--- config.mk ---
export PLATFORM = sky130hd
export DESIGN_NAME = lsu_ctrl
export DESIGN_NICKNAME = d
export VERILOG_FILES = /design/src/rtl/lsu_pkg.sv /design/src/rtl/mem_align.sv /design/src/rtl/lsu_ctrl.sv
export SDC_FILE = /design/constraint.sdc
export NUM_CORES = 1
export LEC_CHECK = 0
export BUFFER_PORTS_ARGS = -buffer_cell sky130_fd_sc_hd__buf_2
export CORE_AREA = 5 5 109 111
export CTS_BUF_LIST = sky130_fd_sc_hd__clkbuf_8 sky130_fd_sc_hd__clkbuf_16
export CTS_CLUSTER_SIZE = 40
export DETAILED_ROUTE_END_ITERATION = 10
export DIE_AREA = 0 0 114 116
export HOLD_SLACK_MARGIN = 0.03
export PLACE_DENSITY_LB_ADDON = 0.2
export SYNTH_ARGS = -nofsm -noshare
export SYNTH_HDL_FRONTEND = slang
export SYNTH_SLANG_ARGS = --single-unit
--- constraint.sdc ---
create_clock -name clk -period 6.3 [get_ports clk]
set_input_delay 0 -clock clk [delete_from_list [all_inputs] [get_ports clk]]
set_output_delay 0 -clock clk [all_outputs]
set_load 0.05 [all_outputs]
--- src/rtl/lsu_pkg.sv ---
/*
 * lsu package
 * operation codes, AXI response codes and the widths and memory
 * depth shared by the load/store unit and its AXI4-Lite memory
 */
package lsu_pkg;

	// datapath widths
	localparam int DATA_W = 32;
	localparam int ADDR_W = 32;
	localparam int STRB_W = DATA_W / 8;
	localparam int REG_W  = 5;

	// slave memory depth in words
	localparam int MEM_WORDS = 256;
	localparam int MEM_IDX_W = $clog2(MEM_WORDS);

	// LFSR width for the slave wait states
	localparam int LFSR_W = 4;

	typedef enum logic [3:0] {
		OP_NONE = 4'd0,
		OP_LB   = 4'd1,
		OP_LH   = 4'd2,
		OP_LW   = 4'd3,
		OP_LBU  = 4'd4,
		OP_LHU  = 4'd5,
		OP_SB   = 4'd6,
		OP_SH   = 4'd7,
		OP_SW   = 4'd8
	} mem_op_e;

	// only the two codes this system produces
	typedef enum logic [1:0] {
		RESP_OKAY   = 2'b00,
		RESP_SLVERR = 2'b10
	} resp_e;

	function automatic logic op_is_load(mem_op_e op);
		return op inside {OP_LB, OP_LH, OP_LW, OP_LBU, OP_LHU};
	endfunction

	function automatic logic op_is_store(mem_op_e op);
		return op inside {OP_SB, OP_SH, OP_SW};
	endfunction

	function automatic logic op_is_half(mem_op_e op);
		return op inside {OP_LH, OP_LHU, OP_SH};
	endfunction

	function automatic logic op_is_word(mem_op_e op);
		return op inside {OP_LW, OP_SW};
	endfunction

endpackage

--- src/rtl/mem_align.sv ---
/*
 * memory lane aligner
 * moves store bytes onto their byte lanes with matching strobes,
 * and picks load bytes off their lanes with sign or zero extension
 */
`timescale 1ns/100ps

module mem_align (
	input  lsu_pkg::mem_op_e                op_i,
	input  logic [1:0]                      addr_lo_i,
	input  logic [lsu_pkg::DATA_W-1:0]      store_data_i,
	input  logic [lsu_pkg::DATA_W-1:0]      load_raw_i,
	output logic [lsu_pkg::DATA_W-1:0]      store_data_o,
	output logic [lsu_pkg::STRB_W-1:0]      store_strb_o,
	output logic [lsu_pkg::DATA_W-1:0]      load_data_o
);
	import lsu_pkg::*;

	logic [DATA_W-1:0] lane_data;

	// store side, bytes copied to every lane and the strobe picks one
	always_comb begin
		case (op_i)
			OP_SB: begin
				store_data_o = {4{store_data_i[7:0]}};
				store_strb_o = 4'b0001 << addr_lo_i;
			end
			OP_SH: begin
				store_data_o = {2{store_data_i[15:0]}};
				store_strb_o = 4'b0011 << {addr_lo_i[1], 1'b0};
			end
			OP_SW: begin
				store_data_o = store_data_i;
				store_strb_o = 4'b1111;
			end
			default: begin
				store_data_o = '0;
				store_strb_o = '0;
			end
		endcase
	end

	// load side, addressed lane down to bit 0
	assign lane_data = load_raw_i >> {addr_lo_i, 3'b000};

	always_comb begin
		case (op_i)
			OP_LB:   load_data_o = {{24{lane_data[7]}}, lane_data[7:0]};
			OP_LH:   load_data_o = {{16{lane_data[15]}}, lane_data[15:0]};
			OP_LW:   load_data_o = lane_data;
			OP_LBU:  load_data_o = {24'd0, lane_data[7:0]};
			OP_LHU:  load_data_o = {16'd0, lane_data[15:0]};
			default: load_data_o = '0;
		endcase
	end

	// misaligned accesses are not supported by the unit
	always_comb begin
		if (op_is_half(op_i)) begin
			assert (addr_lo_i[0] == 1'b0)
			else $error("misaligned halfword access, addr_lo %0d", addr_lo_i);
		end
		if (op_is_word(op_i)) begin
			assert (addr_lo_i == 2'b00)
			else $error("misaligned word access, addr_lo %0d", addr_lo_i);
		end
	end

endmodule

--- src/rtl/lsu_ctrl.sv ---
/*
 * load/store controller
 * takes one request at a time, runs it over AXI4-Lite as master
 * and returns a single-cycle result for writeback
 */
`timescale 1ns/100ps

module lsu_ctrl (
	input  logic                            clk,
	input  logic                            rstn,
	input  logic                            req_valid_i,
	input  lsu_pkg::mem_op_e                req_op_i,
	input  logic [lsu_pkg::ADDR_W-1:0]      req_addr_i,
	input  logic [lsu_pkg::DATA_W-1:0]      req_wdata_i,
	input  logic [lsu_pkg::REG_W-1:0]       req_rd_i,
	output logic                            req_ready_o,
	output logic [lsu_pkg::ADDR_W-1:0]      ar_addr_o,
	output logic                            ar_valid_o,
	input  logic                            ar_ready_i,
	input  logic [lsu_pkg::DATA_W-1:0]      r_data_i,
	input  lsu_pkg::resp_e                  r_resp_i,
	input  logic                            r_valid_i,
	output logic                            r_ready_o,
	output logic [lsu_pkg::ADDR_W-1:0]      aw_addr_o,
	output logic                            aw_valid_o,
	input  logic                            aw_ready_i,
	output logic [lsu_pkg::DATA_W-1:0]      w_data_o,
	output logic [lsu_pkg::STRB_W-1:0]      w_strb_o,
	output logic                            w_valid_o,
	input  logic                            w_ready_i,
	input  lsu_pkg::resp_e                  b_resp_i,
	input  logic                            b_valid_i,
	output logic                            b_ready_o,
	output logic                            resp_valid_o,
	output logic [lsu_pkg::REG_W-1:0]       resp_rd_o,
	output logic [lsu_pkg::DATA_W-1:0]      resp_data_o,
	output logic                            resp_err_o
);
	import lsu_pkg::*;

	typedef enum logic [1:0] {S_IDLE, S_ADDR, S_RESP, S_DONE} state_e;

	state_e            state_q, state_d;
	mem_op_e           op_q;
	logic [ADDR_W-1:0] addr_q;
	logic [DATA_W-1:0] wdata_q;
	logic [DATA_W-1:0] rdata_q;
	logic [REG_W-1:0]  rd_q;
	logic              aw_done_q, w_done_q, err_q;
	logic              accept, ar_hs, r_hs, aw_hs, w_hs, b_hs;
	logic              is_load, is_store, wr_addr_ok, wr_data_ok;
	logic [DATA_W-1:0] load_data;

	assign is_load  = op_is_load(op_q);
	assign is_store = op_is_store(op_q);

	assign req_ready_o = (state_q == S_IDLE);
	assign accept      = req_valid_i & req_ready_o;

	// AW and W drop independently once their beat has gone
	assign ar_valid_o = (state_q == S_ADDR) & is_load;
	assign aw_valid_o = (state_q == S_ADDR) & is_store & ~aw_done_q;
	assign w_valid_o  = (state_q == S_ADDR) & is_store & ~w_done_q;
	assign r_ready_o  = (state_q == S_RESP);
	assign b_ready_o  = (state_q == S_RESP);

	assign ar_hs = ar_valid_o & ar_ready_i;
	assign aw_hs = aw_valid_o & aw_ready_i;
	assign w_hs  = w_valid_o & w_ready_i;
	assign r_hs  = r_valid_i & r_ready_o;
	assign b_hs  = b_valid_i & b_ready_o;

	assign wr_addr_ok = aw_done_q | aw_hs;
	assign wr_data_ok = w_done_q | w_hs;

	assign ar_addr_o = addr_q;
	assign aw_addr_o = addr_q;

	mem_align u_mem_align (
		.op_i         (op_q),
		.addr_lo_i    (addr_q[1:0]),
		.store_data_i (wdata_q),
		.load_raw_i   (rdata_q),
		.store_data_o (w_data_o),
		.store_strb_o (w_strb_o),
		.load_data_o  (load_data)
	);

	always_comb begin
		state_d = state_q;
		case (state_q)
			S_IDLE: begin
				if (accept)
					state_d = (req_op_i == OP_NONE) ? S_DONE : S_ADDR;
			end
			S_ADDR: begin
				if (is_load ? ar_hs : (wr_addr_ok & wr_data_ok))
					state_d = S_RESP;
			end
			S_RESP: begin
				if (is_load ? r_hs : b_hs)
					state_d = S_DONE;
			end
			default: state_d = S_IDLE;
		endcase
	end

	always_ff @(posedge clk) begin
		if (rstn) begin
			state_q   <= S_IDLE;
			op_q      <= OP_NONE;
			aw_done_q <= 1'b0;
			w_done_q  <= 1'b0;
			err_q     <= 1'b0;
		end else begin
			state_q <= state_d;
			if (accept) begin
				op_q  <= req_op_i;
				err_q <= 1'b0;
			end
			// done flags live only while in ADDR
			aw_done_q <= (state_d == S_ADDR) & wr_addr_ok;
			w_done_q  <= (state_d == S_ADDR) & wr_data_ok;
			if (r_hs)
				err_q <= (r_resp_i == RESP_SLVERR);
			else if (b_hs)
				err_q <= (b_resp_i == RESP_SLVERR);
		end
	end

	always_ff @(posedge clk) begin
		if (accept) begin
			addr_q  <= req_addr_i;
			wdata_q <= req_wdata_i;
			rd_q    <= req_rd_i;
		end
		if (r_hs)
			rdata_q <= r_data_i;
	end

	// result for writeback
	assign resp_valid_o = (state_q == S_DONE);
	assign resp_rd_o    = rd_q;
	assign resp_err_o   = err_q;

	always_comb begin
		if (is_load)
			resp_data_o = err_q ? '0 : load_data;
		else if (is_store)
			resp_data_o = '0;
		else
			resp_data_o = addr_q;
	end

	// master valids stay up with a steady payload until accepted
	ar_hold: assert property (@(posedge clk) disable iff (rstn)
		ar_valid_o && !ar_ready_i |=> ar_valid_o && $stable(ar_addr_o));
	aw_hold: assert property (@(posedge clk) disable iff (rstn)
		aw_valid_o && !aw_ready_i |=> aw_valid_o && $stable(aw_addr_o));
	w_hold: assert property (@(posedge clk) disable iff (rstn)
		w_valid_o && !w_ready_i |=> w_valid_o && $stable(w_data_o) && $stable(w_strb_o));
	// slave responses only show up while the controller waits in RESP
	resp_in_wait: assert property (@(posedge clk) disable iff (rstn)
		(r_valid_i || b_valid_i) |-> (state_q == S_RESP));

endmodule

==> summary.txt, run 1 <==
Status
  – Status: finished, final reports clean

Placement
  – DP Area: 6400 um2
  – I/O Buffers: 261
  – DP HPWL: 11600 um
  – Final Wtd Congestion: 0.821

Global routing
  – Vias in the first global route: 4865
  – Largest net degree at the start of global routing: 44
  – Grt ovf: 0
  – Initial antenna violation count: 0
  – First-pass GRT wire length: around 26000 um
  – All-Layer GR Usage: 25.8%

Timing
  – Tcrit/Tclk final: 49.1%
  – Period minus WS final: 3090 ps
  – Setup TNS Final: 0 ps
  – Pins Over Slew Limit: 0
  – Final setup vio count: 0
  – Maximum clock rate: approximately 320 MHz
  – Worst-Margin Slew: 822 ps
  – Slew margin rel.: roughly 45%
  – Max Clock Skew: between 8 and 9 ps
  – Final hold vios: 0
  – RSZ-0062 raised after global routing: no

Routing
  – Wire length on met1: 6730 um
  – WL/cell: between 15 and 20 um
  – DRC Markers: 0
  – Via count: between 4000 and 5000
  – 1st-pass router iterations: 5
  – Met2 WL: 8600 um
  – Routed WL: 17300 um
  – 1st-iter DRT viols: a little over 300
  – Top sig layer: met4
  – Via/cell ratio: 5.32
  – ANT nets after route: 0
  – DR WL met3: 1430 um

Final layout
  – Area growth syn-to-layout: 46.4%
  – Most frequent cells in the layout: buf_2 (261), dlygate4sd3_1 (115), edfxtp_1 (101)
  – Final nets: 860
  – Fill cell count: 746
  – Area of the multi-input gates: ~1600 um2
  – Register area: 3210 um2
  – Most common cell after layout, fill and taps aside: buf_2
  – Cell area after layout: 7750 um2
  – Share of cells above drive strength 1: 40.4%

Clocking
  – # Post-CTS Setup Buffers: 0
  – H-Tree Depth: 3
  – CTS Sinks: 110
  – Clock Path Buffers: 2
  – Worst-path clk slew: 100 ps
  – Worst-Skew Late Latency: ~380 ps
  – Resized Gates After CTS: 0
  – Hold-fix buffers, CTS: 115
  – TritonCTS buffer count: 9
  – CTS tree: built
  – Root Driver: clkbuf_8

Synthesis
  – Avg Synthesized Cell Area: 12.8 um2
  – Synth Warn #: 0
  – Syn_nets: ~530
  – Syn Inst Count: a little over 400
  – Synth cell types: 47
  – Seq/Total Area, Yosys: 60.7%
  – Synthesized cell area: 5290 um2
  – Synthesized flop and latch total: 110

Worst setup path
  – WP data required: 6300 ps
  – Critical Path AT: 3090 ps
  – Critical path launch point type: register
  – Kind of critical path: register to output pin
  – CP max FO: 18
  – Setup crit end kind: output pin

Power
  – Clock Power Share: between 20% and 30%
  – Net Sw Frac: 39.6%
  – P_leak: 3.37 nW
  – Sw power: around 0.82 mW
  – Internal power: ~1.2 mW
  – Sequential power share: about 43%
  – Combinational fraction of design power: ~37%
  – PD cells: 267 nW/um2
  – Peak supply drop: 181 uV

Floorplanning
  – Row count: 38
  – IO Pins: 262
  – Die area: 13200 um2
  – Core area: 10700 um2
  – Starting density of the core: 49.5%
  – Die Wd: 114 um
  – Die Y: 116 um

Run
  – Max_cap viols: 0

Worst hold path
  – HP Class: input pin to register
## cell type report
class,count,share of cell area [%]
Sequential cell,110,41.5
Timing Repair Buffer,381,32.2
Multi-Input combinational cell,234,21.3
Tap cell,140,2.26
Clock buffer,9,1.60
Clock inverter,6,0.824
Inverter,7,0.339
Antenna cell,1,0.0323
## cell usage after synthesis (all sizes together)
| cell type | count | area share, % |
|---|---|---|
| a21o | 1 | 0.14 |
| a21oi | 10 | 1.2 |
| a221o | 8 | 1.5 |
| a22o | 23 | 3.8 |
| a22oi | 17 | 2.4 |
| a31oi | 2 | 0.52 |
| and2 | 10 | 1.2 |
| and3 | 3 | 0.35 |
| and4b | 1 | 0.19 |
| buf | 49 | 6.8 |
| clkbuf | 12 | 0.87 |
| dfxtp | 9 | 3.4 |
| edfxtp | 101 | 57 |
| inv | 7 | 0.50 |
| mux2 | 9 | 1.9 |
| mux2i | 22 | 4.2 |
| mux4 | 1 | 0.43 |
| nand2 | 33 | 2.4 |
| nand2b | 2 | 0.24 |
| nand3 | 3 | 0.28 |
| nand3b | 5 | 0.71 |
| nand4 | 2 | 0.24 |
| nand4b | 1 | 0.17 |
| nor2 | 8 | 0.57 |
| nor2b | 3 | 0.35 |
| nor3 | 2 | 0.28 |
| nor3b | 2 | 0.28 |
| nor4 | 2 | 0.52 |
| o211a | 1 | 0.19 |
| o21ai | 51 | 4.8 |
| o221a | 1 | 0.38 |
| o2bb2ai | 2 | 0.33 |
| o31ai | 2 | 0.28 |
| or3 | 2 | 0.24 |
| or3b | 3 | 0.50 |
| or4b | 1 | 0.26 |
| xnor2 | 1 | 0.31 |
## cell families (layout without fill, tap and decap cells)
family | count (synthesis) | in the layout | synth area share, %
xor+xnor | 1 | 1 | 0.307
other cells | 0 | 1 | 0
mux | 32 | 32 | 6.50
buf+inv | 68 | 403 | 8.18
simple gates | 83 | 83 | 8.75
compound gates | 118 | 118 | 15.6
flops | 110 | 110 | 60.7
## registers in the layout, summed over array words and instances (netlist names)
signal      flops
w_done_q        1
wdata_q        32
rdata_q        32
state_q         2
op_q            4
resp_rd_o       5
ar_addr_o      32
aw_done_q       1
resp_err_o      1
## critical path, stage by stage, from the launching register on
cell and delay (ps):
dfxtp_1 870, or3b_2 550, nor3_2 690, a22oi_1 190, o21ai_0 120, buf_2 300
## layer usage
layer	up-vias	global-route usage [%]
met4	0	11.1
met2	259	43.6
met5	-	0
met3	45	5.90
met1	2223	31.8
li1	2197	-
## final timing paths
kind / slack [ps] / to / cells past startpoint / from
hold / removal: 140 / w_done_q$_SDFF_PP0_ / 5 / w_ready_i
setup / recovery: 3210 / resp_data_o[19] / 5 / op_q[0]$_SDFFE_PP0P_
setup reg to reg: 3630 / state_q[1]$_SDFF_PP0_ / 6 / state_q[1]$_SDFF_PP0_
hold reg to reg: 600 / aw_done_q$_SDFF_PP0_ / 2 / aw_done_q$_SDFF_PP0_
## stage by stage
stage / power [mW] / utilization [%] / instances / setup WS (ps) / hold WS (ps)
6_report: 2.07 / 72.4 / 888 / 3210 / 142
5_1_grt: 2.14 / 72.4 / 887 / 3070 / 211
4_1_cts: 2.07 / 72.4 / 887 / 3310 / 128
3_5_place_dp: 1.60 / 59.9 / 757 / 3670 / 178
3_3_place_gp: 1.59 / 59.9 / 757 / 3790 / 176
2_1_floorplan: 1.46 / - / 412 / 3440 / 98.9
## power groups by stage
stage / Clock, mW / Combinational [mW] / Sequential (mW)
2_1_floorplan: 0 / 0.489 / 0.967
3_3_place_gp: 0 / 0.690 / 0.904
3_5_place_dp: 0 / 0.696 / 0.907
4_1_cts: 0.424 / 0.754 / 0.890
5_1_grt: 0.455 / 0.792 / 0.898
6_report: 0.416 / 0.759 / 0.892
(Power assumes the default switching activity.)
==> run 2: changes to the inputs <==
ABC_AREA = 1   (was unset)
CORE_AREA = 5 5 118 120   (was 5 5 109 111)
DIE_AREA = 0 0 123 125   (was 0 0 114 116)
clock period = 2.6 ns   (was 6.3 ns; I/O delays follow)
==> run 2 against run 1 <==
  * Critical path depth is 5 higher
  * Cell count is 17% higher
  * Core utilization is 11 points lower
  * Global-route usage is 3.1 points lower
  * Register-to-register slack worse by 2900 ps
  * Synthesized cell count is 24% higher
  * Worst setup slack worse by 3000 ps
  * Worst hold slack worse by 90 ps
  * Die area is 16% higher
  * Critical endpoint is now resp_data_o[22]
==> summary.txt, run 2 <==
Synthesis
  – Predominant post-synthesis flop cell: edfxtp_1 (unchanged)
  – Seq/Total Area, Yosys: 61.6% (was 60.7%)
  – Synth Warn #: 0 (unchanged)
  – Synthesized cell area: 5220 um2 (was 5290 um2)
  – Area contributors post-synth: edfxtp_1 (58%), nand2_1 (8.2%), buf_4 (4.7%), o21ai_0 (3.8%), dfxtp_1 (3.5%) (was edfxtp_1 (57%), buf_4 (5.2%), o21ai_0 (4.5%), mux2i_1 (4.2%), a22o_1 (3.8%))
  – List of most frequent post-synthesis cells: nand2_1 (114), edfxtp_1 (101), inv_1 (44) (was edfxtp_1 (101), o21ai_0 (48), buf_4 (37))
  – Synthesized flop and latch total: 110 (unchanged)
  – Area leader, netlist: edfxtp_1 (unchanged)
  – Post-synth ARST share: 0% (unchanged)
  – Yosys top cell area share: 58.1% (was 57.3%)
  – Syn_nets: 629 (was 529)
  – Syn Inst Count: 512 (was 412)
  – Count leader, synth: nand2_1 (was edfxtp_1)
  – Avg Synthesized Cell Area: 10.2 um2 (was 12.8 um2)
  – Synth cell types: 34 (was 47)
  – EDFF count, synth: 101 (unchanged)

Clocking
  – Clock Path Buffers: 2 (unchanged)
  – Worst-path clk slew: 70 ps (was 100 ps)
  – CTS tree: built (unchanged)
  – Root Driver: clkbuf_16 (was clkbuf_8)
  – H-Tree Depth: 3 (unchanged)
  – CTS Sinks: 110 (unchanged)
  – TritonCTS buffer count: 9 (unchanged)
  – Worst-Skew Late Latency: 350 ps (was 380 ps)

Routing
  – ANT nets after route: 0 (unchanged)
  – 1st-pass router iterations: 5 (unchanged)
  – DRC Markers: 0 (unchanged)
  – Routed WL: 17900 um (was 17300 um)
  – Via/cell ratio: 4.95 (was 5.32)
  – Via count: 5127 (was 4724)
  – 1st-iter DRT viols: 378 (was 304)
  – WL/cell: 17.3 um (was 19.5 um)

Global routing
  – Largest net degree at the start of global routing: 63 (was 44)
  – First-pass GRT wire length: 26700 um (was 26000 um)
  – All-Layer GR Usage: 22.7% (was 25.8%)
  – Initial antenna violation count: 0 (unchanged)
  – Grt ovf: 0 (unchanged)
  – Vias in the first global route: 5277 (was 4865)

Timing
  – Pins Over Slew Limit: 0 (unchanged)
  – Max Clock Skew: 4.97 ps (was 8.94 ps)
  – Worst-Margin Slew: 502 ps (was 822 ps)
  – Tcrit/Tclk final: 90.1%
  – Hold Slack: 51.6 ps (was 142 ps)
  – Period minus WS final: 2340 ps
  – Final setup vio count: 0 (unchanged)
  – Slew margin rel.: 66.3% (was 44.9%)
  – Final hold vios: 0 (unchanged)
  – Setup TNS Final: 0 ps (unchanged)
  – RSZ-0062 raised after global routing: no (unchanged)
  – PnR worst setup slack: 257 ps (was 3210 ps)
  – Maximum clock rate: 427 MHz

Power
  – PD cells: 673 nW/um2 (was 267 nW/um2)
  – Total power: 5.33 mW (was 2.07 mW)
  – P_leak: 3.69 nW (was 3.37 nW)
  – Peak supply drop: 571 uV (was 181 uV)

Worst setup path
  – Setup crit end kind: output pin (unchanged)
  – CP max FO: 16 (was 18)
  – Critical path launch point type: register (unchanged)
  – WP data required: 2600 ps (was 6300 ps)
  – Kind of critical path: register to output pin (unchanged)
  – Critical Path AT: 2340 ps (was 3090 ps)

Placement
  – DP HPWL: 12700 um (was 11600 um)
  – Pre-CTS setup slack: 521 ps (was 3670 ps)
  – Final Wtd Congestion: 0.889 (was 0.821)
  – I/O Buffers: 261 (unchanged)

Final layout
  – Most frequent cells in the layout: buf_2 (261), nand2_1 (114), dlygate4sd3_1 (107) (was buf_2 (261), dlygate4sd3_1 (115), edfxtp_1 (101))
  – Antenna diodes: 0 (was 1)
  – Area growth syn-to-layout: 51.8% (was 46.4%)
  – Share of cells above drive strength 1: 36.6% (was 40.4%)
  – Most common cell after layout, fill and taps aside: buf_2 (unchanged)
  – Final core occ: 61.5% (was 72.4%)
  – Final nets: 972 (was 860)

Worst hold path
  – HP Class: input pin to register (unchanged)

Floorplanning
  – Starting density of the core: 40.5% (was 49.5%)
  – Die Y: 125 um (was 116 um)
  – Core area: 12900 um2 (was 10700 um2)
  – Die Wd: 123 um (was 114 um)
  – Row count: 42 (was 38)
  – Die area: 15400 um2 (was 13200 um2)
  – IO Pins: 262 (unchanged)

Run
  – Max_cap viols: 0 (unchanged)

Status
  – Status: finished, final reports clean (unchanged)
==> run 2: changes by cell type after synthesis, moves of 9 or more <==
cell,before,now
a22o_1,23,1
nand2_1,32,114
mux2_2,9,0
nand3_1,3,29
and2_1,10,0
inv_1,7,44
mux2i_1,22,0
a22oi_1,17,8
nor2_1,8,39
==> run 2: power by group <==
group	internal [mW]	switching, mW
registers	2.05	0.0591
clock network	0.761	0.656
logic	0.464	1.34
==> run 2: repair_timing <==
item,in CTS,in global routing
endpoints found under the hold margin,110,0
hold buffers,107,0
setup endpoints to repair,0,9
setup buffers,0,2
resized for setup,0,2
==> run 2: worst paths after layout <==
check                                       startpoint  slack, ps  cells past startpoint                   end
worst min-delay path                        aw_ready_i         50                      5  aw_done_q$_SDFF_PP0_
worst max register to register    op_q[3]$_SDFFE_PP0P_        760                     11   w_done_q$_SDFF_PP0_
worst max-delay path            ar_addr_o[0]$_DFFE_PP_        260                     10       resp_data_o[22]
worst min register to register     w_done_q$_SDFF_PP0_        580                      4   w_done_q$_SDFF_PP0_
==> run 2: metrics by stage <==
step	instances	cell area [um2]
after CTS	1033	7880
after detailed placement	910	6500
after global placement	910	6500
after floorplan	512	5220
final	1036	7920
after global routing	1036	7920
==> run 2: cell families after synthesis <==
family / count (synthesis) / share of synthesized area, %
AO/OA/AOI/OAI: 104 / 12.1
AND/OR/NAND/NOR: 197 / 16.1
buffers and inverters: 101 / 10.1
flip-flops: 110 / 61.6
==> run 2: critical path: stages (launching register included) <==
cell      delay, ps
edfxtp_1        530
nand2_1         130
inv_2           230
a22oi_1         130
nand2_2         110
nand2_4          90
o21ai_4          80
buf_12          160
a21oi_1          40
o21ai_0         180
buf_2           300
==> run 2: layer usage <==
layer  vias to the layer above  track usage, %  part of all wire [%]
li1                       2417               -                     -
met1                      2395            26.4                    38
met2                       280            40.7                    51
met3                        35            6.19                   8.9
met4                         0            6.19                   2.4
met5                         -               0                     0
==> run 2: area by class of cell <==
type                            instances  area [um2]
Timing Repair Buffer                  379        2480
Tap cell                              176         220
Inverter                               53         205
Sequential cell                       110        3210
Fill cell                            1076        4960
Clock buffer                            9         225
Clock inverter                          7        82.6
Multi-Input combinational cell        302        1490
==> run 3: changes to the inputs <==
clock period = 2 ns   (was 2.6 ns; I/O delays follow)
==> run 3 against run 2 <==
  * The flow now finishes with violations (negative setup slack)
  * Cell area rose by 8.9%
  * Critical path depth unchanged
  * Via count is 2.0% higher
  * Cell count is 2.9% higher
  * Core utilization grew 5.5 points
  * Sequential cell count unchanged
  * Sequential share of layout area shrank 3.1 points
  * Clock skew up 3.6 ps
  * Critical endpoint is now resp_data_o[28]
  * Largest cell class unchanged
  * Largest power group is now combinational cells
  * Highest routed layer unchanged
==> summary.txt, run 3 (same netlist as run 2, synthesis figures left out) <==
Status
  – Status: complete, but fails checks (was finished, final reports clean)
  – Failing checks: negative setup slack

Global routing
  – Grt ovf: 0 (unchanged)
  – All-Layer GR Usage: 23.8% (was 22.7%)
  – Initial antenna violation count: 0 (unchanged)
  – First-pass GRT wire length: 28100 um (was 26700 um)
  – Largest net degree at the start of global routing: 33 (was 63)
  – Vias in the first global route: 5354 (was 5277)

Run
  – Max_cap viols: 0 (unchanged)

Timing
  – Maximum clock rate: 500 MHz
  – Tcrit/Tclk final: 100%
  – Max Clock Skew: 8.56 ps (was 4.97 ps)
  – Slew margin rel.: 71.3% (was 66.3%)
  – PnR worst setup slack: -1.56 ps (was 257 ps)
  – Setup TNS Final: -1.56 ps (was 0 ps)
  – Period minus WS final: 2000 ps
  – RSZ-0062 raised after global routing: yes (was no)
  – Worst-Margin Slew: 430 ps (was 502 ps)
  – Final hold vios: 0 (unchanged)
  – Pins Over Slew Limit: 0 (unchanged)
  – Final setup vio count: 1 (was 0)

Power
  – Total power: 7.34 mW (was 5.33 mW)
  – Net Sw Frac: 37.7% (was 38.6%)
  – PD cells: 852 nW/um2 (was 673 nW/um2)
  – P_leak: 3.93 nW (was 3.69 nW)
  – Peak supply drop: 430 uV (was 571 uV)
  – Sequential power share: 37.3% (was 39.6%)
  – Internal power: 4.58 mW (was 3.27 mW)
  – Combinational fraction of design power: 37.7% (was 33.9%)
  – Sw power: 2.77 mW (was 2.06 mW)
  – Clock Power Share: 24.9% (was 26.6%)

Final layout
  – Area of the multi-input gates: 1680 um2 (was 1490 um2)
  – Final cell count without fillers: 1066 (was 1036)
  – Fill cell count: 958 (was 1076)
  – Final nets: 1002 (was 972)
  – Area growth syn-to-layout: 65.3% (was 51.8%)
  – Register area: 3230 um2 (was 3210 um2)
  – Most common cell after layout, fill and taps aside: buf_2 (unchanged)
  – Antenna diodes: 0 (unchanged)
  – Cell area after layout: 8620 um2 (was 7920 um2)
  – Share of cells above drive strength 1: 44.5% (was 36.6%)
  – Most frequent cells in the layout: buf_2 (230), dlygate4sd3_1 (108), nand2_1 (104) (was buf_2 (261), nand2_1 (114), dlygate4sd3_1 (107))

Floorplanning
  – Core area: 12900 um2 (unchanged)
  – Die Y: 125 um (unchanged)
  – Starting density of the core: 40.5% (unchanged)
  – IO Pins: 262 (unchanged)
  – Die Wd: 123 um (unchanged)
  – Row count: 42 (unchanged)
  – Die area: 15400 um2 (unchanged)

Worst setup path
  – CP max FO: 7 (was 16)
  – Critical path launch point type: register (unchanged)
  – Kind of critical path: register to output pin (unchanged)
  – WP data required: 2000 ps (was 2600 ps)
  – Register-to-Register Setup Slack: 370 ps (was 760 ps)
  – Setup crit end kind: output pin (unchanged)
  – Critical Path AT: 2000 ps (was 2340 ps)

Clocking
  – CTS tree: built (unchanged)
  – Worst-path clk slew: 70 ps (about the same)
  – Clock Path Buffers: 2 (unchanged)
  – Worst-Skew Late Latency: 350 ps (about the same)
  – H-Tree Depth: 3 (unchanged)
  – Root Driver: clkbuf_16 (unchanged)
  – CTS Sinks: 110 (unchanged)
  – TritonCTS buffer count: 9 (unchanged)

Worst hold path
  – HP Class: input pin to register (unchanged)

Routing
  – DRC Markers: 0 (unchanged)
  – 1st-pass router iterations: 4 (was 5)
  – Routed WL: 19000 um (was 17900 um)
  – Via/cell ratio: 4.90 (was 4.95)
  – 1st-iter DRT viols: 349 (was 378)
  – WL/cell: 17.8 um (was 17.3 um)
  – ANT nets after route: 0 (unchanged)
  – Via count: 5227 (was 5127)

Placement
  – Pre-CTS setup slack: 118 ps (was 521 ps)
  – Final Wtd Congestion: 0.918 (was 0.889)
  – DP HPWL: 12700 um (about the same)
  – I/O Buffers: 261 (unchanged)
  – Placed insts: 923 (was 910)
  – DP Area: 6690 um2 (was 6500 um2)
## run 3: area by class of cell
type,instances,area share [%]
flip-flops and latches,110,37.5
clock inverters,6,0.711
well taps,176,2.55
repair buffers,409,34.6
multi-input cells,302,19.5
inverters,53,2.48
clock buffers,10,2.77
## run 3: power groups by stage
stage                     registers, mW  clock network (mW)  logic (mW)
after floorplan                    2.97                   0        1.47
after global placement             2.78                   0        2.25
after detailed placement           2.79                   0        2.26
after CTS                          2.74                1.87        2.59
after global routing               2.76                1.97        2.90
final                              2.74                1.83        2.77
## run 3: path summary, 6_finish.rpt
check,from,depth (start not counted),endpoint
worst max-delay path,ar_addr_o[1]$_DFFE_PP_,10,resp_data_o[28]
worst min-delay path,aw_ready_i,5,aw_done_q$_SDFF_PP0_
worst max register to register,state_q[0]$_SDFF_PP0_,6,resp_err_o$_SDFFE_PP0P_
worst min register to register,op_q[1]$_SDFFE_PP0P_,2,op_q[1]$_SDFFE_PP0P_
## run 3: per-layer routing
layer,track usage [%],share of wire (%)
met1,27.3,37
met2,41.4,52
met3,6.55,8.3
met4,9.71,2.9
met5,0,0
## run 3: worst max-delay path: stages (launching register included)
cell and delay [ps]:
edfxtp_1 460, buf_4 170, buf_4 130, nand2_1 70, nand2_2 70, nand2_4 80
o21ai_4 80, clkbuf_16 170, o21ai_1 160, nand2_1 90, buf_6 160
## run 3: repair_timing
action,CTS,global route
setup buffers,12,4
endpoints found under the setup margin,35,43
cloned,2,1
endpoints found under the hold margin,109,0
pin swaps,5,11
hold buffers,108,0
gates resized for setup,45,81
## run 3: per-stage QoR
| step | hold WS (ps) | util, % |
|---|---|---|
| CTS | 31.7 | 64.8 |
| floorplan | 70.6 | - |
| detailed placement | 178 | 52.0 |
| finish | 40.0 | 67.0 |
| global placement | 176 | 52.0 |
| global route | 73.7 | 67.0 |
